--- config.mk ---
export PLATFORM = sky130hd
export DESIGN_NAME = adam_lsp
export DESIGN_NICKNAME = d
export VERILOG_FILES = /design/src/common/adam_bus_pkg.sv /design/src/common/adam_ctrl_pkg.sv /design/src/common/adam_apb_if.sv /design/src/periph/adam_periph_gpio.sv /design/src/periph/adam_periph_timer.sv /design/src/source/adam_apb_demux.sv /design/src/source/adam_lsp.sv /design/src/syscfg/adam_pause_seq.sv /design/src/syscfg/adam_syscfg.sv
export VERILOG_INCLUDE_DIRS = /design/src /design/src/common
export SDC_FILE = /design/constraint.sdc
export NUM_CORES = 1
export LEC_CHECK = 0
export ABC_AREA = 1
export BUFFER_PORTS_ARGS = -buffer_cell sky130_fd_sc_hd__buf_4
export CAP_MARGIN = 10
export CORE_ASPECT_RATIO = 1.25
export CORE_MARGIN = 2
export CORE_UTILIZATION = 57
export DETAILED_ROUTE_END_ITERATION = 12
export PLACE_DENSITY = 0.89
export SLEW_MARGIN = 0
export SYNTH_ARGS = -nofsm -noshare
export SYNTH_HDL_FRONTEND = slang
export SYNTH_SLANG_ARGS = --single-unit
--- constraint.sdc ---
create_clock -name clk -period 2.14 [get_ports clk]
set_input_delay 0.107 -clock clk [delete_from_list [all_inputs] [get_ports clk]]
set_output_delay 0.107 -clock clk [all_outputs]
set_load 0.02 [all_outputs]
--- src/common/adam_defs.svh ---
// width and count macros for the low-speed domain, included by packages and modules that size ports
`ifndef ADAM_DEFS_SVH
`define ADAM_DEFS_SVH

// apb data and address word widths
`define ADAM_DATA_WIDTH 32
`define ADAM_ADDR_WIDTH 12

// upper address bits select the peripheral slot
`define ADAM_SLOT_IDX_WIDTH 4

// gpio pins on the single gpio peripheral
`define ADAM_NO_GPIO_PINS 8

// slots behind the demux, last one is unmapped
`define ADAM_NO_SLOTS 4

`endif

--- src/common/adam_bus_pkg.sv ---
// apb word types shared by the top level, the demux, the peripherals and the testbench
`include "adam_defs.svh"

package adam_bus_pkg;

    typedef logic [`ADAM_DATA_WIDTH-1:0] data_t;

    typedef logic [`ADAM_SLOT_IDX_WIDTH-1:0] slot_idx_t;
    typedef logic [`ADAM_ADDR_WIDTH-`ADAM_SLOT_IDX_WIDTH-1:0] offset_t;

    // demux looks at idx, peripherals look at offset
    typedef struct packed {
        slot_idx_t idx;
        offset_t   offset;
    } addr_fields_t;

    typedef union packed {
        logic [`ADAM_ADDR_WIDTH-1:0] raw;
        addr_fields_t                fields;
    } addr_u;

endpackage

--- src/common/adam_ctrl_pkg.sv ---
// slot numbering and pause sequencer states, used by the demux, syscfg and the testbench
`include "adam_defs.svh"

package adam_ctrl_pkg;

    // slot index as seen in the upper address bits
    typedef enum logic [`ADAM_SLOT_IDX_WIDTH-1:0] {
        SLOT_SYSCFG   = 0,
        SLOT_GPIO     = 1,
        SLOT_TIMER    = 2,
        SLOT_UNMAPPED = 3
    } slot_e;

    // encoding is visible in the syscfg status register
    typedef enum logic [2:0] {
        RUN      = 3'd0,
        PAUSING  = 3'd1,
        PAUSED   = 3'd2,
        RESET    = 3'd3,
        RESUMING = 3'd4
    } pause_state_e;

endpackage

--- src/common/adam_apb_if.sv ---
// apb link between the demux and the blocks behind it, with manager and subordinate views
interface adam_apb_if import adam_bus_pkg::*; ();

    logic  psel;
    logic  penable;
    logic  pwrite;
    addr_u paddr;
    data_t pwdata;
    data_t prdata;
    logic  pready;
    logic  pslverr;

    modport mgr (
        output psel,
        output penable,
        output pwrite,
        output paddr,
        output pwdata,
        input  prdata,
        input  pready,
        input  pslverr
    );

    modport sub (
        input  psel,
        input  penable,
        input  pwrite,
        input  paddr,
        input  pwdata,
        output prdata,
        output pready,
        output pslverr
    );

endinterface

--- src/periph/adam_periph_gpio.sv ---
// gpio peripheral with output, direction and synchronized input registers on apb
`include "adam_defs.svh"

module adam_periph_gpio import adam_bus_pkg::*; (
    input  logic clk,
    input  logic rst_n,
    input  logic rst,

    adam_apb_if.sub apb,

    input  logic pause_req,
    output logic pause_ack,

    input  logic [`ADAM_NO_GPIO_PINS-1:0] gpio_in,
    output logic [`ADAM_NO_GPIO_PINS-1:0] gpio_out,
    output logic [`ADAM_NO_GPIO_PINS-1:0] gpio_oe
);

    logic [`ADAM_NO_GPIO_PINS-1:0] out_q;
    logic [`ADAM_NO_GPIO_PINS-1:0] oe_q;
    logic [`ADAM_NO_GPIO_PINS-1:0] in_meta_q;
    logic [`ADAM_NO_GPIO_PINS-1:0] in_sync_q;

    logic  access;
    logic  err;
    logic  ack_q;
    data_t rdata;

    assign access = apb.psel && apb.penable;

    always_comb begin
        rdata = '0;
        err   = 1'b0;
        case (apb.paddr.fields.offset)
            offset_t'('h00): rdata = data_t'(out_q);
            offset_t'('h04): rdata = data_t'(oe_q);
            offset_t'('h08): begin
                rdata = data_t'(in_sync_q);
                err   = apb.pwrite;
            end
            default: err = 1'b1;
        endcase
        // nothing readable while held in local reset
        if (err || rst) begin
            rdata = '0;
        end
    end

    always_ff @(posedge clk or negedge rst_n) begin
        if (!rst_n) begin
            out_q <= '0;
            oe_q  <= '0;
        end else if (rst) begin
            out_q <= '0;
            oe_q  <= '0;
        end else if (access && apb.pwrite && !err) begin
            case (apb.paddr.fields.offset)
                offset_t'('h00): out_q <= apb.pwdata[`ADAM_NO_GPIO_PINS-1:0];
                offset_t'('h04): oe_q  <= apb.pwdata[`ADAM_NO_GPIO_PINS-1:0];
                default: ;
            endcase
        end
    end

    // two-flop input synchronizer
    always_ff @(posedge clk) begin
        in_meta_q <= gpio_in;
        in_sync_q <= in_meta_q;
    end

    // nothing in flight, so quiescent right away
    always_ff @(posedge clk or negedge rst_n) begin
        if (!rst_n) begin
            ack_q <= 1'b0;
        end else begin
            ack_q <= pause_req;
        end
    end

    assign apb.pready  = access;
    assign apb.pslverr = access && err;
    assign apb.prdata  = rdata;

    assign pause_ack = ack_q;
    assign gpio_out  = out_q;
    assign gpio_oe   = oe_q;

endmodule

--- src/periph/adam_periph_timer.sv ---
// free-running compare timer on apb, raises irq when the count hits the compare value
module adam_periph_timer import adam_bus_pkg::*; (
    input  logic clk,
    input  logic rst_n,
    input  logic rst,

    adam_apb_if.sub apb,

    input  logic pause_req,
    output logic pause_ack,

    output logic irq
);

    logic  enable_q;
    data_t compare_q;
    data_t count_q;
    logic  pending_q;
    logic  ack_q;

    logic  access;
    logic  wr;
    logic  err;
    logic  run;
    logic  hit;
    data_t rdata;

    assign access = apb.psel && apb.penable;
    assign wr     = access && apb.pwrite && !err;

    // frozen as soon as the pause request shows up
    assign run = enable_q && !pause_req;
    assign hit = run && (count_q == compare_q);

    always_comb begin
        rdata = '0;
        err   = 1'b0;
        case (apb.paddr.fields.offset)
            offset_t'('h00): rdata[0] = enable_q;
            offset_t'('h04): rdata = compare_q;
            offset_t'('h08): begin
                rdata = count_q;
                err   = apb.pwrite;
            end
            offset_t'('h0c): rdata[0] = pending_q;
            default: err = 1'b1;
        endcase
        if (err || rst) begin
            rdata = '0;
        end
    end

    always_ff @(posedge clk or negedge rst_n) begin
        if (!rst_n) begin
            enable_q  <= 1'b0;
            compare_q <= '0;
            count_q   <= '0;
            pending_q <= 1'b0;
        end else if (rst) begin
            enable_q  <= 1'b0;
            compare_q <= '0;
            count_q   <= '0;
            pending_q <= 1'b0;
        end else begin
            if (hit) begin
                count_q <= '0;
            end else if (run) begin
                count_q <= count_q + 1'b1;
            end

            // a new hit wins over a clear in the same cycle
            if (hit) begin
                pending_q <= 1'b1;
            end else if (wr && apb.paddr.fields.offset == offset_t'('h0c) && apb.pwdata[0]) begin
                pending_q <= 1'b0;
            end

            if (wr && apb.paddr.fields.offset == offset_t'('h00)) begin
                enable_q <= apb.pwdata[0];
            end
            if (wr && apb.paddr.fields.offset == offset_t'('h04)) begin
                compare_q <= apb.pwdata;
            end
        end
    end

    always_ff @(posedge clk or negedge rst_n) begin
        if (!rst_n) begin
            ack_q <= 1'b0;
        end else begin
            ack_q <= pause_req;
        end
    end

    assign apb.pready  = access;
    assign apb.pslverr = access && err;
    assign apb.prdata  = rdata;

    assign pause_ack = ack_q;
    assign irq       = pending_q;

endmodule

--- src/source/adam_apb_demux.sv ---
// apb demux, routes one manager to the syscfg, gpio and timer slots by address index
module adam_apb_demux import adam_bus_pkg::*, adam_ctrl_pkg::*; (
    input  logic clk,
    input  logic rst_n,

    adam_apb_if.sub mgr,

    adam_apb_if.mgr slot_syscfg,
    adam_apb_if.mgr slot_gpio,
    adam_apb_if.mgr slot_timer
);

    slot_e slot;
    logic  unmapped;
    logic  err_q;

    assign slot     = slot_e'(mgr.paddr.fields.idx);
    assign unmapped = !(slot inside {SLOT_SYSCFG, SLOT_GPIO, SLOT_TIMER});

    // psel goes to one slot only, the rest is broadcast
    assign slot_syscfg.psel    = mgr.psel && (slot == SLOT_SYSCFG);
    assign slot_syscfg.penable = mgr.penable;
    assign slot_syscfg.pwrite  = mgr.pwrite;
    assign slot_syscfg.paddr   = mgr.paddr;
    assign slot_syscfg.pwdata  = mgr.pwdata;

    assign slot_gpio.psel    = mgr.psel && (slot == SLOT_GPIO);
    assign slot_gpio.penable = mgr.penable;
    assign slot_gpio.pwrite  = mgr.pwrite;
    assign slot_gpio.paddr   = mgr.paddr;
    assign slot_gpio.pwdata  = mgr.pwdata;

    assign slot_timer.psel    = mgr.psel && (slot == SLOT_TIMER);
    assign slot_timer.penable = mgr.penable;
    assign slot_timer.pwrite  = mgr.pwrite;
    assign slot_timer.paddr   = mgr.paddr;
    assign slot_timer.pwdata  = mgr.pwdata;

    // remember an unmapped setup so the access cycle can answer with an error
    always_ff @(posedge clk or negedge rst_n) begin
        if (!rst_n) begin
            err_q <= 1'b0;
        end else begin
            err_q <= mgr.psel && !mgr.penable && unmapped;
        end
    end

    always_comb begin
        mgr.prdata  = '0;
        mgr.pready  = mgr.psel && mgr.penable && err_q;
        mgr.pslverr = mgr.psel && mgr.penable && err_q;
        case (slot)
            SLOT_SYSCFG: begin
                mgr.prdata  = slot_syscfg.prdata;
                mgr.pready  = slot_syscfg.pready;
                mgr.pslverr = slot_syscfg.pslverr;
            end
            SLOT_GPIO: begin
                mgr.prdata  = slot_gpio.prdata;
                mgr.pready  = slot_gpio.pready;
                mgr.pslverr = slot_gpio.pslverr;
            end
            SLOT_TIMER: begin
                mgr.prdata  = slot_timer.prdata;
                mgr.pready  = slot_timer.pready;
                mgr.pslverr = slot_timer.pslverr;
            end
            default: begin
                // error response from err_q above
            end
        endcase
    end

endmodule

--- src/source/adam_lsp.sv ---
// low-speed domain top level, takes one apb port and serves syscfg, gpio and timer behind it
`include "adam_defs.svh"

module adam_lsp import adam_bus_pkg::*; (
    input  logic clk,
    input  logic rst_n,

    input  logic  psel,
    input  logic  penable,
    input  logic  pwrite,
    input  addr_u paddr,
    input  data_t pwdata,
    output data_t prdata,
    output logic  pready,
    output logic  pslverr,

    input  logic [`ADAM_NO_GPIO_PINS-1:0] gpio_in,
    output logic [`ADAM_NO_GPIO_PINS-1:0] gpio_out,
    output logic [`ADAM_NO_GPIO_PINS-1:0] gpio_oe,

    output logic timer_irq
);

    adam_apb_if apb_top ();
    adam_apb_if apb_syscfg ();
    adam_apb_if apb_gpio ();
    adam_apb_if apb_timer ();

    logic gpio_rst;
    logic gpio_pause_req;
    logic gpio_pause_ack;
    logic timer_rst;
    logic timer_pause_req;
    logic timer_pause_ack;

    // external apb port onto the fabric link
    assign apb_top.psel    = psel;
    assign apb_top.penable = penable;
    assign apb_top.pwrite  = pwrite;
    assign apb_top.paddr   = paddr;
    assign apb_top.pwdata  = pwdata;
    assign prdata          = apb_top.prdata;
    assign pready          = apb_top.pready;
    assign pslverr         = apb_top.pslverr;

    adam_apb_demux i_apb_demux (
        .clk         (clk),
        .rst_n       (rst_n),
        .mgr         (apb_top),
        .slot_syscfg (apb_syscfg),
        .slot_gpio   (apb_gpio),
        .slot_timer  (apb_timer)
    );

    adam_syscfg i_syscfg (
        .clk             (clk),
        .rst_n           (rst_n),
        .apb             (apb_syscfg),
        .gpio_rst        (gpio_rst),
        .gpio_pause_req  (gpio_pause_req),
        .gpio_pause_ack  (gpio_pause_ack),
        .timer_rst       (timer_rst),
        .timer_pause_req (timer_pause_req),
        .timer_pause_ack (timer_pause_ack)
    );

    adam_periph_gpio i_gpio (
        .clk       (clk),
        .rst_n     (rst_n),
        .rst       (gpio_rst),
        .apb       (apb_gpio),
        .pause_req (gpio_pause_req),
        .pause_ack (gpio_pause_ack),
        .gpio_in   (gpio_in),
        .gpio_out  (gpio_out),
        .gpio_oe   (gpio_oe)
    );

    adam_periph_timer i_timer (
        .clk       (clk),
        .rst_n     (rst_n),
        .rst       (timer_rst),
        .apb       (apb_timer),
        .pause_req (timer_pause_req),
        .pause_ack (timer_pause_ack),
        .irq       (timer_irq)
    );

endmodule

--- src/syscfg/adam_pause_seq.sv ---
// pause and reset sequencer for one peripheral, driven by the syscfg control bits
module adam_pause_seq import adam_ctrl_pkg::*; (
    input  logic clk,
    input  logic rst_n,

    input  logic want_pause,
    input  logic want_reset,

    output logic pause_req,
    output logic periph_rst,
    input  logic pause_ack,

    output pause_state_e state
);

    pause_state_e state_q;
    pause_state_e state_d;
    logic         want;

    assign want = want_pause || want_reset;

    always_comb begin
        state_d = state_q;
        case (state_q)
            RUN: begin
                if (want) state_d = PAUSING;
            end
            // hold the request until the peripheral is quiescent
            PAUSING: begin
                if (pause_ack) state_d = PAUSED;
            end
            PAUSED: begin
                if (want_reset) state_d = RESET;
                else if (!want_pause) state_d = RESUMING;
            end
            RESET: begin
                if (!want_reset) state_d = want_pause ? PAUSED : RESUMING;
            end
            RESUMING: begin
                if (!pause_ack) state_d = RUN;
            end
            default: state_d = RUN;
        endcase
    end

    always_ff @(posedge clk or negedge rst_n) begin
        if (!rst_n) begin
            state_q <= RUN;
        end else begin
            state_q <= state_d;
        end
    end

    // request already in the cycle after the control write
    always_comb begin
        case (state_q)
            RUN:      pause_req = want;
            PAUSING:  pause_req = 1'b1;
            PAUSED:   pause_req = 1'b1;
            RESET:    pause_req = 1'b1;
            default:  pause_req = 1'b0;
        endcase
    end

    assign periph_rst = (state_q == RESET);
    assign state      = state_q;

endmodule

--- src/syscfg/adam_syscfg.sv ---
// system configuration block, holds per-peripheral reset and pause requests and reports sequencer state
module adam_syscfg import adam_bus_pkg::*, adam_ctrl_pkg::*; (
    input  logic clk,
    input  logic rst_n,

    adam_apb_if.sub apb,

    output logic gpio_rst,
    output logic gpio_pause_req,
    input  logic gpio_pause_ack,

    output logic timer_rst,
    output logic timer_pause_req,
    input  logic timer_pause_ack
);

    // control word layout: bit 0 reset, bit 1 pause
    logic [1:0]   gpio_ctrl_q;
    logic [1:0]   timer_ctrl_q;
    pause_state_e gpio_state;
    pause_state_e timer_state;

    logic  access;
    logic  err;
    data_t rdata;

    assign access = apb.psel && apb.penable;

    always_comb begin
        rdata = '0;
        err   = 1'b0;
        case (apb.paddr.fields.offset)
            offset_t'('h00): rdata[1:0] = gpio_ctrl_q;
            offset_t'('h04): rdata[1:0] = timer_ctrl_q;
            offset_t'('h08): begin
                // status is read-only
                rdata[2:0] = gpio_state;
                rdata[6:4] = timer_state;
                err        = apb.pwrite;
            end
            default: err = 1'b1;
        endcase
        if (err) begin
            rdata = '0;
        end
    end

    always_ff @(posedge clk or negedge rst_n) begin
        if (!rst_n) begin
            gpio_ctrl_q  <= '0;
            timer_ctrl_q <= '0;
        end else if (access && apb.pwrite && !err) begin
            case (apb.paddr.fields.offset)
                offset_t'('h00): gpio_ctrl_q  <= apb.pwdata[1:0];
                offset_t'('h04): timer_ctrl_q <= apb.pwdata[1:0];
                default: ;
            endcase
        end
    end

    // zero wait states
    assign apb.pready  = access;
    assign apb.pslverr = access && err;
    assign apb.prdata  = rdata;

    adam_pause_seq i_gpio_seq (
        .clk         (clk),
        .rst_n       (rst_n),
        .want_pause  (gpio_ctrl_q[1]),
        .want_reset  (gpio_ctrl_q[0]),
        .pause_req   (gpio_pause_req),
        .periph_rst  (gpio_rst),
        .pause_ack   (gpio_pause_ack),
        .state       (gpio_state)
    );

    adam_pause_seq i_timer_seq (
        .clk         (clk),
        .rst_n       (rst_n),
        .want_pause  (timer_ctrl_q[1]),
        .want_reset  (timer_ctrl_q[0]),
        .pause_req   (timer_pause_req),
        .periph_rst  (timer_rst),
        .pause_ack   (timer_pause_ack),
        .state       (timer_state)
    );

endmodule

; Word-level counts from Yosys, hierarchy flattened
; Cells that the tools add are included.
[totals]
rom_bits = 0
inputBits = 57
ramBits = 0
reg_bits = 111
memories = 0
latch_bits = 0
elab_cells = 144
[classes]
n_mul = 0
n_eq_ne = 24
magnitude_cmp = 0
bitwise = 0
muxes = 48
n_shift = 0
div = 0
n_reduce_logical = 56
n_addsub = 1
[op_table]
columns = operator, count
row1 = 2-to-1 mux 32 bit, 6
row2 = case mux 32 bit (3 select lines), 1
row3 = case mux 31 bit (2 select lines), 1
row4 = 2-to-1 mux 8 bit, 7
row5 = 2-to-1 mux 3 bit, 15
row6 = "adder 32 x 1 -> 32 bit, second input constant", 1
row7 = == test 32 bit, 1
row8 = case mux 3 bit (5 select lines), 2
row9 = logical AND 1 bit, 25
row10 = case mux 8 bit (3 select lines), 1
row11 = "== test 8 x 4 -> 1 bit, second input constant", 2
row12 = "== test 3 x 2 -> 1 bit, second input constant", 4
row13 = "!= test 2 bit, second input constant", 6
row14 = AND reduction 5 bit, 2
row15 = nonzero test 2 bit, 5
row16 = nonzero test 3 bit, 3
row17 = OR reduction 3 bit, 3
row18 = "== test 8 x 3 -> 1 bit, second input constant", 1
row19 = zero test 8 bit, 1
row20 = case mux 1 bit (2 select lines), 4
row21 = AND reduction 2 bit, 4
row22 = 2-to-1 mux 7 bit, 1
row23 = "== test 3 x 1 -> 1 bit, second input constant", 2
row24 = "== test 3 bit, second input constant", 2
row25 = other kinds (13), 29

; Longest topological paths before layout
[logic_depth]
word_depth = 10
ltp_mapped = 12
mapped_depth_nobuf = 12

; Cells and area by module
; Synthesis repeated with hierarchy kept, for this count alone.
[hier_totals]
cells_unflattened = 1368
area_unflattened_um2 = 9342.7
[by_module_without_submodules]
columns = mod, n_inst, seq_area_each_um2, cells_each, area_each_um2
row1 = adam_periph_timer, 1, 1676.6, 667, 4419.2
row2 = adam_apb_demux, 1, 25.0, 316, 1983.2
row3 = adam_periph_gpio, 1, 745.7, 199, 1775.5
row4 = adam_syscfg, 1, 100.1, 102, 661.9
row5 = adam_pause_seq, 2, 75.1, 42, 251.5

; Worst setup path after synthesis
; No wires, ideal clock.
[synth_path]
kind = flip-flop to output port
start = reg i_syscfg.i_timer_seq.state_q[0], in the netlist i_syscfg.i_timer_seq.state[0]
end = out prdata[21]
path_buffers = 1
t_arrival_ns = 1.702
setup_slack_ns = 0.331
path_stages_with_launch = 9
cell_sequence = dfrtp_1 > inv_1 > nor2_1 > nand2_1 > inv_1 > nor2_1 > nand2_2 > buf_4 > a21oi_1
[synth_via]
elab_chain_cells = 4
[synth_lines]
columns = item, line
row1 = start: declaration, adam_pause_seq.sv:16  ; pause_state_e state_q;
row2 = start signal: assignment, adam_pause_seq.sv:50  ; state_q <= state_d;
row3 = == test 3 x 2 -> 1 bit, adam_pause_seq.sv:65  ; assign periph_rst = (state_q == RESET);
row4 = logical OR 1 bit, adam_periph_timer.sv:48  ; if (err || rst) begin
row5 = 2-to-1 mux 32 bit, adam_periph_timer.sv:48
row6 = case mux 32 bit (3 select lines), adam_apb_demux.sv:52  ; case (slot)
row7 = end: declaration, adam_lsp.sv:13  ; output data_t prdata,
; No other way between the ends.

; Worst setup path in the final report
[layout_path]
start = reg i_syscfg.i_timer_seq.state_q[0], in the netlist i_syscfg.i_timer_seq.state[0]
end = out prdata[1]
; The elaborated chain is that of the path after synthesis.

==> out/summary.txt <==
cell family with most CP delay: simple AND/OR/NAND/NOR gates
placer congestion estimate: 1.01
routed len/inst: 15.6 um
DRT Pass-1 Iters: 5
die area: 12200 um2
core area: 11100 um2
ANT cells: 0
met1 Use GR: 35.3%
CTS tree: done
WP data arrival: 1.93 ns
antenna viol nets, final: 0
combinational group share of total power: 26.1%
area leader, netlist: dfrtp_1
Post-DP HPWL: 13100 um
Starting DRT DRC Count: 548
Worst Clk Skew: 0.00974 ns
crit path max fanout: 8
Reg2Reg Depth: 9
Post-synth ARST share: 85.6%
status: complete, no violations
All-Layer GR Usage: 31.2%
WL final: 18900 um
CP required: 2.03 ns
highest clock rate: 0.490 GHz
leakage power: 3.95 nW
Pins Over Slew Limit: 0
Yosys warning count: 0
critical setup path kind: reg -> out
r2r startpoint: i_timer.count_q[1]
I/O pin cnt: 108
Setup crit start kind: flop
TritonCTS Buffers: 9
register area share after synthesis: 41.7%
Crit. Startpoint: i_syscfg.i_timer_seq.state[0]
Worst-Margin Slew: 0.532 ns
leading register cell type out of synthesis: dfrtp_1
first-pass GRT wire length: 30500 um
reg-to-reg critical path endpoint: i_timer.count_q[22]
post-route insts no fill: 1211
CP Depth: 9
Clock Sink Count: 111
DIE WIDTH: 99.3 um
most frequent cell after synthesis: nand2_1
htree depth: 3
Clock Latency Late Sink: 0.36 ns
vias per cell: 5.62
worst-path cell chain: inv_1 > nor2_1 > nand2_1 > inv_1 > nor2_4 > buf_4 > nand3_1 > nand3_1 > buf_4
internal power: 3.65 mW
pwr/cell area: 685 nW/um2
Layout area overhead: 27.0%
Mapped Avg Cell Area: 6.96 um2
met2 Use GR: 56.0%
Critical Path Sink Type: primary output
Core Rows: 43
vias in the first global route: 6638
Starting Density: 58.4%
Mapped Nets: 988
gr ovfl total: 0
Clock Pin Slew Worst Setup and Hold Paths: 0.07 ns
Vert. Die Dim: 123 um
crit path to: prdata[1]
Layout Nets: 1129
Fill cells: 850
Placed Cells: 1154
cell area after layout: 8220 um2
setup violators final: 0
Rel. slew slack: 64.5%
CP max stage delay: 0.43 ns
Top Usage Layer GRT: met2
post-synthesis cell count: 930
sw power: 1.98 mW
initial antenna violation count: 0
largest net degree at the start of global routing: 41
Hold Slack: 0.00133 ns
Netlist Area Pre-Place: 6470 um2
worst setup margin: 0.0986 ns
worst ir drop on vdd: 490 uV
RSZ-0062 raised after global routing: true
post-synthesis cell type count: 38
Port Buffer Count: 107
max_cap viols: 0
synthesized flop and latch total: 111
Place WS: 0.0607 ns
synth top area cells: dfrtp_1, nand2_1, nand3_1
worst path buffer plus inverter count: 4
Hold WC Path Type: in -> reg
Area after DPL: 7450 um2
top cells by count, synth: nand2_1, nand3_1, nor2_1
Clock Path Buffers: 2
share of total power in the clock network: 31.7%
crit share post-route: 95.4%
Hold Vio Cnt, Final: 0
reg-to-reg slack, setup: 0.18 ns
Remaining DRCs: 0
Period minus WS final: 2.04 ns
M3 GR Usage: 5.82%
sequential share of power: 42.2%
number of synthesized flops with an enable pin: 0
critical path's slowest cell: dfrtp_1
Sw Ratio: 35.2%
Setup TNS: 0 ns
Vias: 6809
Post-CTS Setup Inserts: 0
clk root buf: clkbuf_16
fraction of layout cells with a size suffix above 1: 16.4%
Yosys top cell area share: 36.7%
-- cells in the final DEF, fill, tap and decap left out, drive strengths merged, types with 3 or more instances in the layout --
| master | Yosys | layout |
|---|---|---|
| o21ai | 38 | 38 |
| clkbuf | 21 | 10 |
| nand4 | 10 | 10 |
| xnor2 | 30 | 30 |
| nand3 | 121 | 121 |
| o22ai | 7 | 7 |
| dfrtp | 95 | 95 |
| xor2 | 14 | 14 |
| nand3b | 3 | 3 |
| nor3 | 8 | 8 |
| inv | 61 | 65 |
| dlygate4sd3 | 0 | 40 |
| a21oi | 29 | 29 |
| nor2 | 116 | 116 |
| dfxtp | 16 | 16 |
| buf | 20 | 130 |
| nand2 | 329 | 330 |
-- sequential cells by signal, summed over array words and instances (netlist names), 2 cells and up --
| name | flops |
|---|---|
| i_gpio.gpio_oe | 8 |
| i_gpio.gpio_out | 8 |
| i_gpio.in_meta_q | 8 |
| i_gpio.in_sync_q | 8 |
| i_syscfg.gpio_ctrl_q | 2 |
| i_syscfg.i_gpio_seq.state | 3 |
| i_syscfg.i_timer_seq.state | 3 |
| i_syscfg.timer_ctrl_q | 2 |
| i_timer.compare_q | 32 |
| i_timer.count_q | 32 |
-- through the flow --
step | power, mW | util (%)
3_5_place_dp | 3.76 | 67.2
4_1_cts | 5.57 | 73.7
2_1_floorplan | 3.24 | -
5_1_grt | 5.88 | 74.2
6_report | 5.63 | 74.2
3_3_place_gp | 3.72 | 67.2
-- logic make-up (layout without fill, tap and decap cells) --
kind of cell / Yosys count / in the layout / share of synthesized area (%)
simple gates: 589 / 590 / 38.5
flops: 111 / 111 / 41.7
buf+inv: 102 / 247 / 6.57
compound gates: 83 / 83 / 7.11
xor+xnor: 44 / 44 / 5.95
fa+ha+maj: 1 / 1 / 0.193
-- repair_timing --
item                                    CTS  global route
hold endpoints to repair                 74             0
endpoints found under the setup margin   10            31
gates resized for setup                   1            12
cloned                                    0             1
pin swaps                                 0             1
hold buffers                             40             0
-- worst min path at each step --
stage / start / end / slack (ns) / cells after the start
2_1_floorplan: rst_n / i_apb_demux.err_q / -0.19 / 0
4_1_cts: psel / i_apb_demux.err_q / 0.001 / 3
5_1_grt: penable / i_apb_demux.err_q / 0.03 / 3
3_5_place_dp: rst_n / i_timer.compare_q[18] / 0.11 / 1
3_3_place_gp: rst_n / i_timer.compare_q[18] / 0.1 / 1
6_report: psel / i_apb_demux.err_q / 0.001 / 3
-- tightest hold or removal path, cell delays in order --
cell      delay, ns
buf_4          0.10
nand3b_1       0.08
inv_1          0.05
-- metal layers --
| metal | vias up | share of wire (%) |
|---|---|---|
| met2 | 304 | 51 |
| met3 | 70 | 6.7 |
| met5 | - | 0 |
| met4 | 0 | 4.2 |
| li1 | 3253 | - |
| met1 | 3182 | 38 |
-- cell type report --
class                      instances  area (um2)  share of cell area (%)
clock inverter                     6        70.1                   0.852
clock buffer                      10         250                    3.04
timing repair buffer             170        1400                    17.0
inverter                          61         229                    2.79
tap                              135         169                    2.05
multi-input combinational        718        3400                    41.4
sequential                       111        2700                    32.8
-- power by group through the flow --
stage / clock network [mW] / logic, mW / registers [mW]
2_1_floorplan: 0 / 0.857 / 2.38
3_3_place_gp: 0 / 1.32 / 2.40
3_5_place_dp: 0 / 1.35 / 2.41
4_1_cts: 1.78 / 1.42 / 2.37
5_1_grt: 1.86 / 1.62 / 2.39
6_report: 1.79 / 1.47 / 2.38
Power figures use the tool's default switching activity.
